===== src/design/tcp_tx_consts.svh =====
`ifndef TCP_TX_CONSTS_SVH
`define TCP_TX_CONSTS_SVH

// Header geometry, IPv4 plus TCP without options.
`define TCP_HDR_BYTES 16'd40
`define TCP_HDR_WORDS 10

// TCP flag bits.
`define TCP_FLAG_FIN 8'h01
`define TCP_FLAG_SYN 8'h02
`define TCP_FLAG_RST 8'h04
`define TCP_FLAG_PSH 8'h08
`define TCP_FLAG_ACK 8'h10
`define TCP_FLAG_URG 8'h20
`define TCP_FLAG_ECE 8'h40
`define TCP_FLAG_CWR 8'h80

// Advertised receive window.
`define TCP_WINDOW 16'h100

// IPv4 fixed fields.
`define IP_TTL 8'd64
`define IP_PROTO_TCP 8'd6
`define IP_FLAGS_DF 16'h4000

`endif


===== src/design/tcp_pkg.sv =====
`default_nettype none

package tcp_pkg;

    // Segment commands from the connection logic.
    typedef enum logic [1:0] {
        TX_CTRL_SEND_SYN,
        TX_CTRL_SEND_ACK,
        TX_CTRL_SEND_FIN
    } tx_ctrl_t;

    typedef logic [31:0] seq_num_t;

    // IP total length or payload byte count.
    typedef logic [15:0] ip_len_t;

    typedef logic [7:0]  tcp_flags_t;
    typedef logic [15:0] window_t;
    typedef logic [31:0] ip_addr_t;
    typedef logic [15:0] tcp_port_t;

    // One beat of the 32-bit streams.
    typedef logic [31:0] word_t;

endpackage

`default_nettype wire


===== src/design/tcp_tx_ctrl.sv =====
`timescale 1ns/100ps
`default_nettype none

`include "tcp_tx_consts.svh"

module tcp_tx_ctrl (
    input  wire                         i_clk,
    input  wire                         i_rst,

    input  wire tcp_pkg::tx_ctrl_t      i_tx_ctrl,
    input  wire                         i_tx_ctrl_valid,
    output logic                        o_tx_ctrl_ack,

    input  wire tcp_pkg::word_t         i_s_tdata,
    input  wire                         i_s_tvalid,
    input  wire                         i_s_tlast,
    output logic                        o_s_tready,
    input  wire tcp_pkg::ip_len_t       i_s_len,

    output tcp_pkg::word_t              o_m_tdata,
    output logic                        o_m_tvalid,
    output logic                        o_m_tlast,
    input  wire                         i_m_tready,

    output logic                        o_no_data,
    output tcp_pkg::ip_len_t            o_ip_len,
    output tcp_pkg::seq_num_t           o_seq_number,
    output tcp_pkg::seq_num_t           o_ack_number,
    output tcp_pkg::tcp_flags_t         o_flags,
    output tcp_pkg::window_t            o_window_size,
    output logic                        o_hdr_valid,

    input  wire                         i_packet_done
);

    typedef enum logic [2:0] {
        IDLE,
        SEND_SYN,
        SEND_ACK,
        SEND_FIN,
        SEND_DATA
    } state_t;

    state_t             state_q;
    state_t             state_d;
    tcp_pkg::seq_num_t  seq_q;
    tcp_pkg::seq_num_t  seq_d;
    logic               data_phase;

    assign data_phase = (state_q == SEND_DATA);

    // ~~~~~~~~~~~~~~~~~~~~
    // Payload pass-through, open only during a data segment.
    assign o_m_tdata  = i_s_tdata;
    assign o_m_tvalid = i_s_tvalid && data_phase;
    assign o_m_tlast  = i_s_tlast;
    assign o_s_tready = i_m_tready && data_phase;

    assign o_seq_number  = seq_q;
    assign o_ack_number  = '0;
    assign o_window_size = `TCP_WINDOW;

    always_ff @(posedge i_clk) begin
        if (i_rst) begin
            state_q <= IDLE;
            seq_q   <= '0;
        end else begin
            state_q <= state_d;
            seq_q   <= seq_d;
        end
    end

    // ~~~~~~~~~~~~~~~~~~~~
    // Segment selection and sequence advance.
    always_comb begin
        state_d       = state_q;
        seq_d         = seq_q;
        o_tx_ctrl_ack = 1'b0;
        o_no_data     = 1'b1;
        o_flags       = '0;
        o_ip_len      = `TCP_HDR_BYTES;
        o_hdr_valid   = 1'b0;

        case (state_q)
            IDLE: begin
                // Waiting payload wins over a command.
                if (i_s_tvalid) begin
                    state_d = SEND_DATA;
                end else if (i_tx_ctrl_valid) begin
                    o_tx_ctrl_ack = 1'b1;
                    case (i_tx_ctrl)
                        tcp_pkg::TX_CTRL_SEND_SYN: state_d = SEND_SYN;
                        tcp_pkg::TX_CTRL_SEND_ACK: state_d = SEND_ACK;
                        tcp_pkg::TX_CTRL_SEND_FIN: state_d = SEND_FIN;
                        default: begin
                            state_d       = IDLE;
                            o_tx_ctrl_ack = 1'b0;
                        end
                    endcase
                end
            end

            SEND_SYN: begin
                o_flags     = `TCP_FLAG_SYN;
                o_hdr_valid = 1'b1;
                if (i_packet_done) begin
                    state_d = IDLE;
                    seq_d   = seq_q + 32'd1;
                end
            end

            SEND_ACK: begin
                o_flags     = `TCP_FLAG_ACK;
                o_hdr_valid = 1'b1;
                if (i_packet_done) begin
                    state_d = IDLE;
                end
            end

            SEND_FIN: begin
                o_flags     = `TCP_FLAG_ACK | `TCP_FLAG_FIN;
                o_hdr_valid = 1'b1;
                // FIN takes one sequence number.
                if (i_packet_done) begin
                    state_d = IDLE;
                    seq_d   = seq_q + 32'd1;
                end
            end

            SEND_DATA: begin
                o_flags     = `TCP_FLAG_ACK | `TCP_FLAG_PSH;
                o_no_data   = 1'b0;
                o_ip_len    = `TCP_HDR_BYTES + i_s_len;
                o_hdr_valid = 1'b1;
                if (i_packet_done) begin
                    state_d = IDLE;
                    seq_d   = seq_q + {16'd0, i_s_len};
                end
            end

            default: begin
                state_d = IDLE;
            end
        endcase
    end

endmodule

`default_nettype wire


===== src/design/tcp_hdr_serializer.sv =====
`timescale 1ns/100ps
`default_nettype none

`include "tcp_tx_consts.svh"

module tcp_hdr_serializer (
    input  wire                         i_clk,
    input  wire                         i_rst,

    input  wire                         i_no_data,
    input  wire tcp_pkg::ip_len_t       i_ip_len,
    input  wire tcp_pkg::seq_num_t      i_seq_number,
    input  wire tcp_pkg::seq_num_t      i_ack_number,
    input  wire tcp_pkg::tcp_flags_t    i_flags,
    input  wire tcp_pkg::window_t       i_window_size,
    input  wire                         i_hdr_valid,

    input  wire tcp_pkg::ip_addr_t      i_src_ip,
    input  wire tcp_pkg::ip_addr_t      i_dst_ip,
    input  wire tcp_pkg::tcp_port_t     i_src_port,
    input  wire tcp_pkg::tcp_port_t     i_dst_port,

    input  wire tcp_pkg::word_t         i_p_tdata,
    input  wire                         i_p_tvalid,
    input  wire                         i_p_tlast,
    output logic                        o_p_tready,

    output tcp_pkg::word_t              o_m_tdata,
    output logic                        o_m_tvalid,
    output logic                        o_m_tlast,
    input  wire                         i_m_tready,

    output logic                        o_packet_done
);

    typedef enum logic [2:0] {
        IDLE,
        SUM,
        FOLD,
        HDR,
        PAYLOAD
    } state_t;

    localparam logic [3:0] LAST_HDR_WORD = 4'(`TCP_HDR_WORDS - 1);
    // Words 0 to 4 form the IPv4 header.
    localparam logic [3:0] LAST_IP_WORD  = 4'd4;

    state_t                 state_q;
    logic [3:0]             cnt_q;
    logic                   latch;

    logic                   no_data_q;
    tcp_pkg::ip_len_t       ip_len_q;
    tcp_pkg::seq_num_t      seq_q;
    tcp_pkg::seq_num_t      ack_q;
    tcp_pkg::tcp_flags_t    flags_q;
    tcp_pkg::window_t       window_q;
    tcp_pkg::ip_addr_t      src_ip_q;
    tcp_pkg::ip_addr_t      dst_ip_q;
    tcp_pkg::tcp_port_t     src_port_q;
    tcp_pkg::tcp_port_t     dst_port_q;

    logic [19:0]            acc_q;
    logic [15:0]            csum_q;
    logic [19:0]            half_sum;
    logic [16:0]            fold1;
    logic [15:0]            fold2;

    tcp_pkg::word_t         hdr_word;
    logic                   hdr_beat;
    logic                   hdr_last;

    assign latch = (state_q == IDLE) && i_hdr_valid;

    // ~~~~~~~~~~~~~~~~~~~~
    // Header word select, also feeds the checksum sum.
    always_comb begin
        case (cnt_q)
            4'd0:    hdr_word = {8'h45, 8'h00, ip_len_q};
            4'd1:    hdr_word = {16'h0000, `IP_FLAGS_DF};
            4'd2:    hdr_word = {`IP_TTL, `IP_PROTO_TCP, csum_q};
            4'd3:    hdr_word = src_ip_q;
            4'd4:    hdr_word = dst_ip_q;
            4'd5:    hdr_word = {src_port_q, dst_port_q};
            4'd6:    hdr_word = seq_q;
            4'd7:    hdr_word = ack_q;
            4'd8:    hdr_word = {8'h50, flags_q, window_q};
            default: hdr_word = '0;
        endcase
    end

    assign half_sum = {4'd0, hdr_word[31:16]} + {4'd0, hdr_word[15:0]};

    // Two folds cover any carry out of twenty bits.
    assign fold1 = {1'b0, acc_q[15:0]} + {13'd0, acc_q[19:16]};
    assign fold2 = fold1[15:0] + {15'd0, fold1[16]};

    // ~~~~~~~~~~~~~~~~~~~~
    // Field latch and checksum datapath.
    always_ff @(posedge i_clk) begin
        if (latch) begin
            no_data_q  <= i_no_data;
            ip_len_q   <= i_ip_len;
            seq_q      <= i_seq_number;
            ack_q      <= i_ack_number;
            flags_q    <= i_flags;
            window_q   <= i_window_size;
            src_ip_q   <= i_src_ip;
            dst_ip_q   <= i_dst_ip;
            src_port_q <= i_src_port;
            dst_port_q <= i_dst_port;
            acc_q      <= '0;
            csum_q     <= '0;
        end
        if (state_q == SUM) begin
            acc_q <= acc_q + half_sum;
        end
        if (state_q == FOLD) begin
            csum_q <= ~fold2;
        end
    end

    // ~~~~~~~~~~~~~~~~~~~~
    // Sequencing.
    assign hdr_beat = (state_q == HDR) && i_m_tready;
    assign hdr_last = no_data_q && (cnt_q == LAST_HDR_WORD);

    always_ff @(posedge i_clk) begin
        if (i_rst) begin
            state_q <= IDLE;
            cnt_q   <= '0;
        end else begin
            case (state_q)
                IDLE: begin
                    cnt_q <= '0;
                    if (latch) begin
                        state_q <= SUM;
                    end
                end
                SUM: begin
                    if (cnt_q == LAST_IP_WORD) begin
                        cnt_q   <= '0;
                        state_q <= FOLD;
                    end else begin
                        cnt_q <= cnt_q + 4'd1;
                    end
                end
                FOLD: begin
                    state_q <= HDR;
                end
                HDR: begin
                    if (hdr_beat) begin
                        if (cnt_q == LAST_HDR_WORD) begin
                            cnt_q   <= '0;
                            state_q <= no_data_q ? IDLE : PAYLOAD;
                        end else begin
                            cnt_q <= cnt_q + 4'd1;
                        end
                    end
                end
                PAYLOAD: begin
                    if (o_packet_done) begin
                        state_q <= IDLE;
                    end
                end
                default: begin
                    state_q <= IDLE;
                end
            endcase
        end
    end

    // Output mux.
    always_comb begin
        o_m_tdata     = hdr_word;
        o_m_tvalid    = 1'b0;
        o_m_tlast     = 1'b0;
        o_p_tready    = 1'b0;
        o_packet_done = 1'b0;
        case (state_q)
            HDR: begin
                o_m_tvalid    = 1'b1;
                o_m_tlast     = hdr_last;
                o_packet_done = hdr_last && i_m_tready;
            end
            PAYLOAD: begin
                o_m_tdata     = i_p_tdata;
                o_m_tvalid    = i_p_tvalid;
                o_m_tlast     = i_p_tlast;
                o_p_tready    = i_m_tready;
                o_packet_done = i_p_tvalid && i_p_tlast && i_m_tready;
            end
            default: begin
                o_m_tvalid = 1'b0;
            end
        endcase
    end

endmodule

`default_nettype wire


===== src/design/tcp_tx.sv =====
`timescale 1ns/100ps
`default_nettype none

module tcp_tx (
    input  wire                         i_clk,
    input  wire                         i_rst,

    input  wire tcp_pkg::tx_ctrl_t      i_tx_ctrl,
    input  wire                         i_tx_ctrl_valid,
    output logic                        o_tx_ctrl_ack,

    input  wire tcp_pkg::word_t         i_s_tdata,
    input  wire                         i_s_tvalid,
    input  wire                         i_s_tlast,
    output logic                        o_s_tready,
    input  wire tcp_pkg::ip_len_t       i_s_len,

    input  wire tcp_pkg::ip_addr_t      i_src_ip,
    input  wire tcp_pkg::ip_addr_t      i_dst_ip,
    input  wire tcp_pkg::tcp_port_t     i_src_port,
    input  wire tcp_pkg::tcp_port_t     i_dst_port,

    output tcp_pkg::word_t              o_m_tdata,
    output logic                        o_m_tvalid,
    output logic                        o_m_tlast,
    input  wire                         i_m_tready
);

    // Header fields, controller to serializer.
    logic                   no_data;
    tcp_pkg::ip_len_t       ip_len;
    tcp_pkg::seq_num_t      seq_number;
    tcp_pkg::seq_num_t      ack_number;
    tcp_pkg::tcp_flags_t    flags;
    tcp_pkg::window_t       window_size;
    logic                   hdr_valid;
    logic                   packet_done;

    // Payload stream between the blocks.
    tcp_pkg::word_t         p_tdata;
    logic                   p_tvalid;
    logic                   p_tlast;
    logic                   p_tready;

    tcp_tx_ctrl ctrl_i (
        .i_clk           (i_clk),
        .i_rst           (i_rst),
        .i_tx_ctrl       (i_tx_ctrl),
        .i_tx_ctrl_valid (i_tx_ctrl_valid),
        .o_tx_ctrl_ack   (o_tx_ctrl_ack),
        .i_s_tdata       (i_s_tdata),
        .i_s_tvalid      (i_s_tvalid),
        .i_s_tlast       (i_s_tlast),
        .o_s_tready      (o_s_tready),
        .i_s_len         (i_s_len),
        .o_m_tdata       (p_tdata),
        .o_m_tvalid      (p_tvalid),
        .o_m_tlast       (p_tlast),
        .i_m_tready      (p_tready),
        .o_no_data       (no_data),
        .o_ip_len        (ip_len),
        .o_seq_number    (seq_number),
        .o_ack_number    (ack_number),
        .o_flags         (flags),
        .o_window_size   (window_size),
        .o_hdr_valid     (hdr_valid),
        .i_packet_done   (packet_done)
    );

    tcp_hdr_serializer ser_i (
        .i_clk           (i_clk),
        .i_rst           (i_rst),
        .i_no_data       (no_data),
        .i_ip_len        (ip_len),
        .i_seq_number    (seq_number),
        .i_ack_number    (ack_number),
        .i_flags         (flags),
        .i_window_size   (window_size),
        .i_hdr_valid     (hdr_valid),
        .i_src_ip        (i_src_ip),
        .i_dst_ip        (i_dst_ip),
        .i_src_port      (i_src_port),
        .i_dst_port      (i_dst_port),
        .i_p_tdata       (p_tdata),
        .i_p_tvalid      (p_tvalid),
        .i_p_tlast       (p_tlast),
        .o_p_tready      (p_tready),
        .o_m_tdata       (o_m_tdata),
        .o_m_tvalid      (o_m_tvalid),
        .o_m_tlast       (o_m_tlast),
        .i_m_tready      (i_m_tready),
        .o_packet_done   (packet_done)
    );

endmodule

`default_nettype wire


===== config.mk =====
export PLATFORM = sky130hd
export DESIGN_NAME = tcp_tx
export DESIGN_NICKNAME = d
export VERILOG_FILES = /design/src/design/tcp_pkg.sv /design/src/design/tcp_tx_ctrl.sv /design/src/design/tcp_hdr_serializer.sv /design/src/design/tcp_tx.sv
export VERILOG_INCLUDE_DIRS = /design/src /design/src/design
export SDC_FILE = /design/constraint.sdc
export NUM_CORES = 1
export LEC_CHECK = 0
export BUFFER_PORTS_ARGS = -buffer_cell sky130_fd_sc_hd__buf_2
export CAP_MARGIN = 25
export CORE_MARGIN = 2
export CORE_UTILIZATION = 51
export CTS_CLUSTER_DIAMETER = 60
export DETAILED_ROUTE_END_ITERATION = 7
export MAX_ROUTING_LAYER = met4
export PLACE_DENSITY = 0.73
export SYNTH_ARGS = -nofsm -noshare
export SYNTH_HDL_FRONTEND = slang
export SYNTH_SLANG_ARGS = --single-unit
export TNS_END_PERCENT = 20

===== constraint.sdc =====
create_clock -name i_clk -period 6.3 [get_ports i_clk]
set_input_delay 1.89 -clock i_clk [delete_from_list [all_inputs] [get_ports i_clk]]
set_output_delay 1.89 -clock i_clk [all_outputs]
set_load 0.03 [all_outputs]

# After elaboration in Yosys (flattened, before gate mapping)
# Cells that the tools add are included.
# word_totals
inputBits,152
elab_cells,108
regBits,231
# classes
addsub,8
muxes,35
reduce_logical,23
n_eq_ne,27
n_bitwise,1
# op_table
cell,n
one-hot mux 32 bit (8 select lines),1
two-way mux 32 bit,3
one-hot mux 32 bit (2 select lines),1
two-way mux 20 bit,2
adder 32 x 1 -> 32 bit (second input constant),1
adder 32 x 16 -> 32 bit,1
two-way mux 16 bit,2
two-way mux 3 bit,8
adder 20 bit,1
one-hot mux 5 bit (4 select lines),1
adder 16 x 16 -> 17 bit,1
adder 16 x 4 -> 17 bit,1
adder 16 x 1 -> 16 bit,1
adder 6 x 16 -> 16 bit (first input constant),1
inverter 16 bit,1
one-hot mux 3 bit (5 select lines),1
== test 3 x 2 -> 1 bit (second input constant),4
== test 4 x 3 -> 1 bit (second input constant),3
two-way mux 4 bit,3
one-hot mux 4 bit (3 select lines),1
inequality test 2 x 1 -> 1 bit (second input constant),5
== test 4 x 2 -> 1 bit (second input constant),2
== test 4 bit (second input constant),2
logical AND 1 bit,8
other kinds (23),39

# Logic depth before layout (Yosys ltp)
# depth
depth_word,7
mapped_depth,27
ltp_nobuf,24

# Hierarchy
# A second synthesis with hierarchy kept.
# unflattened
hier_cells,1412
area_unflattened_um2,15257.1
# by_module_without_submodules
module,cells_each,area_each_um2,seq_area_each_um2,n_inst
tcp_hdr_serializer,960,11883.9,7257.0,1
tcp_tx_ctrl,452,3373.2,700.7,1

# Worst setup path after synthesis
# No wires, ideal clock.
# synth_timing
path_type,register -> register
from,register ser_i.cnt_q[0]
to,"register ser_i.acc_q[18], data pin"
path_stages_with_launch,25
arrival_ps,4995
path_slack_ps,1045
setup_time_ps,260
required_time_ps,6040
path_cell_list,dfxtp_1 inv_1 ha_1 and2_1 clkbuf_1 clkbuf_1 a22oi_1 nand3_1 ha_1 fa_1 a21o_1 a21oi_2 o21ai_1 or3_1 and3_1 a221oi_2 xnor2_1 ha_1 clkbuf_1 nand4_1 nor2_1 a221oi_1 o21ai_1 o21ai_1 mux2_2
# synth_between
elab_chain_cells,5
# synth_rtl
element,line,source
start: declaration,tcp_hdr_serializer.sv:49,logic [3:0] cnt_q;
start signal: assignment,tcp_hdr_serializer.sv:145,cnt_q <= cnt_q + 4'd1;
start signal: assignment,tcp_hdr_serializer.sv:157,cnt_q <= cnt_q + 4'd1;
"== test 4 bit, or another cell as far along",tcp_hdr_serializer.sv:78,case (cnt_q)
one-hot mux 32 bit (8 select lines) *,tcp_hdr_serializer.sv:78,
adder 16 x 16 -> 17 bit *,tcp_hdr_serializer.sv:92,"assign half_sum = {4'd0, hdr_word[31:16]} + {4'd0, hdr_word[15:0]};"
adder 20 bit *,tcp_hdr_serializer.sv:116,acc_q <= acc_q + half_sum;
two-way mux 20 bit *,tcp_hdr_serializer.sv:115,if (state_q == SUM) begin
end signal: assignment,tcp_hdr_serializer.sv:116,
end: declaration,tcp_hdr_serializer.sv:63,logic [19:0] acc_q;
# Mark *: on every way between the ends. The rest lies on a longest branch, timed or not.
# A chain may end at the register's enable or synchronous reset.

# Worst setup path after layout
# layout_timing
from,register ser_i.cnt_q[0]
to,"register ser_i.acc_q[17], data pin"
# Same word-level chain as after synthesis.

==> reports/results.tsv <==
stage	metric	value	unit
floorplanning	horizontal extent of the die	159.6	um
cts	TritonCTS clock tree	done	
global_routing	overflow left after global routing	0	
placement	DP Wirelength	25930	um
logic_synthesis	cell accounting for the most synthesized area	sky130_fd_sc_hd__edfxtp_1	
floorplanning	initial core utilization	52.29	%
route	TritonRoute pass-1 iters	7	
logic_synthesis	top cell type's share of synthesized area	44.99	%
min_path	WHS Path Cells	0	
pwr	maximum resistive drop on vdd	0.2218	mV
critical_path	Startpoint Class	flip-flop	
logic_synthesis	proportion of synthesized chip area in sequential cells	51.80	%
placement	buffers added on ports	187	
cts	Worst-path clk slew	0.07	ns
logic_synthesis	flop and latch count out of synthesis	227	
floorplanning	standard-cell rows	56	
cells_and_area	post-route standard cell area excluding fillers	0.01450	mm2
logic_synthesis	most used standard cells in the synthesized netlist	sky130_fd_sc_hd__edfxtp_1 (185), sky130_fd_sc_hd__nor2_1 (173), sky130_fd_sc_hd__nand2_1 (77)	
floorplanning	placeable core region	0.02361	mm2
sta	max_slew headroom	36.21	%
logic_synthesis	Area contributors post-synth	sky130_fd_sc_hd__edfxtp_1 (45%), sky130_fd_sc_hd__dfxtp_1 (6.8%), sky130_fd_sc_hd__ha_1 (6.5%)	
critical_path	Crit Path Max Fanout	18	
cells_and_area	post-route core utilization	61.39	%
logic_synthesis	count of synthesis-stage warnings from yosys	0	
route	final wirelength	34580	um
logic_synthesis	number of synthesized flops with an enable pin	185	
sta	post-route minimum period	5.845	ns
route	initial DRC count	958	
logic_synthesis	FFs w/ async S/R, synth	0	%
cells_and_area	NumNets Final	1549	
outcome	status	complete, no violations	
cts	maximum level of the CTS H-tree	1	
critical_path	Setup CP Type	reg2reg	
floorplanning	die footprint	0.02547	mm2
sta	Sum Neg Setup Slack	0	ns
cells_and_area	fraction of layout cells with a size suffix above 1	20.01	%
logic_synthesis	most common cell in the synthesized netlist	sky130_fd_sc_hd__edfxtp_1	
route	DRC violation count after routing	0	
placement	routability congestion estimate from global placement	0.9287	
cts	number of instances resized during post-cts repair	0	
cts	clock insertion delay at the later pin of the skew report	0.53	ns
critical_path	type of element capturing the critical path	flip-flop	
sta	number of setup violations in the final report	0	
global_routing	pin count of the biggest net entering global routing	105	
sta	FMAX	171.1	MHz
cts	buffers inserted during post-CTS setup optimization	0	
global_routing	combined global-route utilization of all metal layers	27.27	%
sta	Max Transition Viols Final	0	
cts	count of hold buffers inserted by post-cts repair	0	
sta	post-route clock period utilization	92.78	%
pwr	total leakage power	0.005863	uW
cells_and_area	filler instances	1941	
critical_path	worst-case reg-to-reg path depth	24	
floorplanning	overall die height	159.6	um
cells_and_area	Synth-to-Final Area Change	17.41	%
logic_synthesis	gate count of the mapped netlist	1160	
logic_synthesis	count of distinct cell types in the synthesized netlist	74	
critical_path	CP arrival	6.21	ns
placement	placed standard-cell area	0.01354	mm2
sta	worst slew pin tran	0.9545	ns
job	number of max-cap violations	0	
cts	number of clock sinks seen by CTS	227	
route	vias post-DR	9770	
min_path	worst min-delay path class	reg2reg	
logic_synthesis	synthesized cell area	0.01235	mm2
route	detailed-route wire length per cell	20.68	um
global_routing	number of global-route vias before repair	9531	
sta	unrepaired setup endpoints after global routing	no	
pwr	Total Power Consumption	6537	uW
critical_path	Crit path required time	6.67	ns
cts	total clock buffers created by CTS	26	
route	DR vias/cell	5.843	
global_routing	first-pass GRT wire length	52650	um
global_routing	number of antenna violations at the first check in global routing	4	
logic_synthesis	Post-Synthesis Mean Instance Area	10.64	um2
sta	Layout Skew	0.02092	ns
cts	Clock Tree Buf Depth	3	
pwr	power per unit of standard cell area	450.9	mW/mm2
floorplanning	ports placed on the boundary	188	
sta	number of hold violations in the final report	0	
logic_synthesis	most used flip-flop cell after synthesis	sky130_fd_sc_hd__edfxtp_1	
route	count of antenna-violating nets left after detailed routing	0	
logic_synthesis	number of nets in the synthesized netlist	1380	
cts	Clk Tree Root Cell	sky130_fd_sc_hd__clkbuf_16	
==> cell usage in the layout, fill, tap and decap left out, types with 9 or more instances in the layout <==
cell type and count:
sky130_fd_sc_hd__buf_2 187, sky130_fd_sc_hd__and3_1 31, sky130_fd_sc_hd__clkbuf_16 32, sky130_fd_sc_hd__a211oi_1 14, sky130_fd_sc_hd__o21ai_0 34, sky130_fd_sc_hd__nand2_1 76
sky130_fd_sc_hd__dfxtp_1 42, sky130_fd_sc_hd__nand2b_1 10, sky130_fd_sc_hd__inv_1 29, sky130_fd_sc_hd__or3_1 10, sky130_fd_sc_hd__nand3_1 33, sky130_fd_sc_hd__xor2_1 26
sky130_fd_sc_hd__a31oi_1 16, sky130_fd_sc_hd__a21oi_1 64, sky130_fd_sc_hd__edfxtp_1 185, sky130_fd_sc_hd__xnor2_1 53, sky130_fd_sc_hd__a21o_1 31, sky130_fd_sc_hd__nor2b_1 9
sky130_fd_sc_hd__and2_1 12, sky130_fd_sc_hd__nor2_1 173, sky130_fd_sc_hd__a22oi_1 68, sky130_fd_sc_hd__ha_1 64
==> through the flow <==
| stage | hold slack (ns) | std cells | setup slack, ns |
|---|---|---|---|
| floorplan | 0.4292 | 1160 | 1.045 |
| global placement | 0.4448 | 1620 | 0.7432 |
| detailed placement | 0.4509 | 1620 | 0.5675 |
| CTS | 0.4664 | 1668 | 0.5214 |
| global route | 0.4810 | 1672 | 0.05428 |
| finish | 0.4651 | 1672 | 0.4549 |
==> sequential cells by signal (all words and copies together), names as in the netlist <==
signal and count:
ser_i.dst_port_q 16, ser_i.state_q 3, ser_i.csum_q 16, ser_i.flags_q 4
ser_i.src_ip_q 32, ctrl_i.o_seq_number 32, ser_i.ip_len_q 16, ctrl_i.state_q 3
ser_i.src_port_q 16, ser_i.seq_q 32, ser_i.dst_ip_q 32, ser_i.acc_q 20
ser_i.no_data_q 1, ser_i.cnt_q 4
==> kinds of logic after synthesis <==
group	count (synthesis)	share of synthesized area, %
buffers and inverters	83	2.564
adders and majority gates	68	7.134
and+or+nand+nor	403	15.68
AOI/OAI and AO/OA	294	16.69
muxes	6	0.5269
xor gates and xnor gates	79	5.604
DFF	227	51.80
==> final timing paths <==
check / slack, ns / start / end
setup reg to reg: 0.45 / ser_i.cnt_q[0] / ser_i.acc_q[17]
hold / removal: 0.47 / ctrl_i.o_seq_number[31] / ser_i.seq_q[31]
setup / recovery: 0.45 / ser_i.cnt_q[0] / ser_i.acc_q[17]
hold reg to reg: 0.47 / ctrl_i.o_seq_number[31] / ser_i.seq_q[31]
==> report_power, final <==
group / internal [uW] / total, uW / leakage [uW] / switching, uW
registers: 2160 / 2440 / 0.00210 / 276
clock network: 974 / 1610 / 0.000466 / 633
logic: 888 / 2490 / 0.00330 / 1600
==> cell type report <==
| cell class | instances | area [um2] | share of cell area [%] |
|---|---|---|---|
| Antenna cell | 4 | 10.01 | 0.06905 |
| Inverter | 30 | 117.6 | 0.8113 |
| Multi-Input combinational cell | 850 | 5637 | 38.88 |
| Tap cell | 319 | 399.1 | 2.753 |
| Timing Repair Buffer | 194 | 988.4 | 6.819 |
| Sequential cell | 227 | 6396 | 44.12 |
| Clock buffer | 39 | 877.1 | 6.050 |
| Clock inverter | 9 | 71.32 | 0.4920 |
==> worst max-delay path, cell delays in order (launching register included) <==
cell and delay, ns:
sky130_fd_sc_hd__dfxtp_1 0.43, sky130_fd_sc_hd__inv_1 0.09, sky130_fd_sc_hd__ha_1 0.28, sky130_fd_sc_hd__and2_1 0.41
sky130_fd_sc_hd__a22oi_1 0.29, sky130_fd_sc_hd__nand3_1 0.14, sky130_fd_sc_hd__ha_1 0.25, sky130_fd_sc_hd__fa_1 0.41
sky130_fd_sc_hd__a21o_1 0.21, sky130_fd_sc_hd__a21oi_2 0.17, sky130_fd_sc_hd__o21ai_1 0.12, sky130_fd_sc_hd__or3_1 0.34
sky130_fd_sc_hd__and3_1 0.25, sky130_fd_sc_hd__a221oi_2 0.31, sky130_fd_sc_hd__a22oi_1 0.15, sky130_fd_sc_hd__xor2_1 0.17
sky130_fd_sc_hd__ha_1 0.35, sky130_fd_sc_hd__nand2_1 0.13, sky130_fd_sc_hd__nor2_1 0.08, sky130_fd_sc_hd__and3_1 0.18
sky130_fd_sc_hd__a41o_1 0.20, sky130_fd_sc_hd__nor2_1 0.12, sky130_fd_sc_hd__a21boi_0 0.11, sky130_fd_sc_hd__or3_1 0.32
sky130_fd_sc_hd__a21oi_1 0.15
==> per-layer routing <==
| layer | part of all wire (%) | wire length, um | GRT usage [%] | up-vias |
|---|---|---|---|---|
| met5 | 0 | 0 | - | - |
| met4 | 2.7 | 932 | 8.719 | 0 |
| met3 | 6.1 | 2121 | 3.126 | 56 |
| met2 | 49 | 16860 | 44.37 | 362 |
| met1 | 42 | 14660 | 35.92 | 4706 |
| li1 | - | - | - | 4646 |
(Power assumes the default switching activity.)
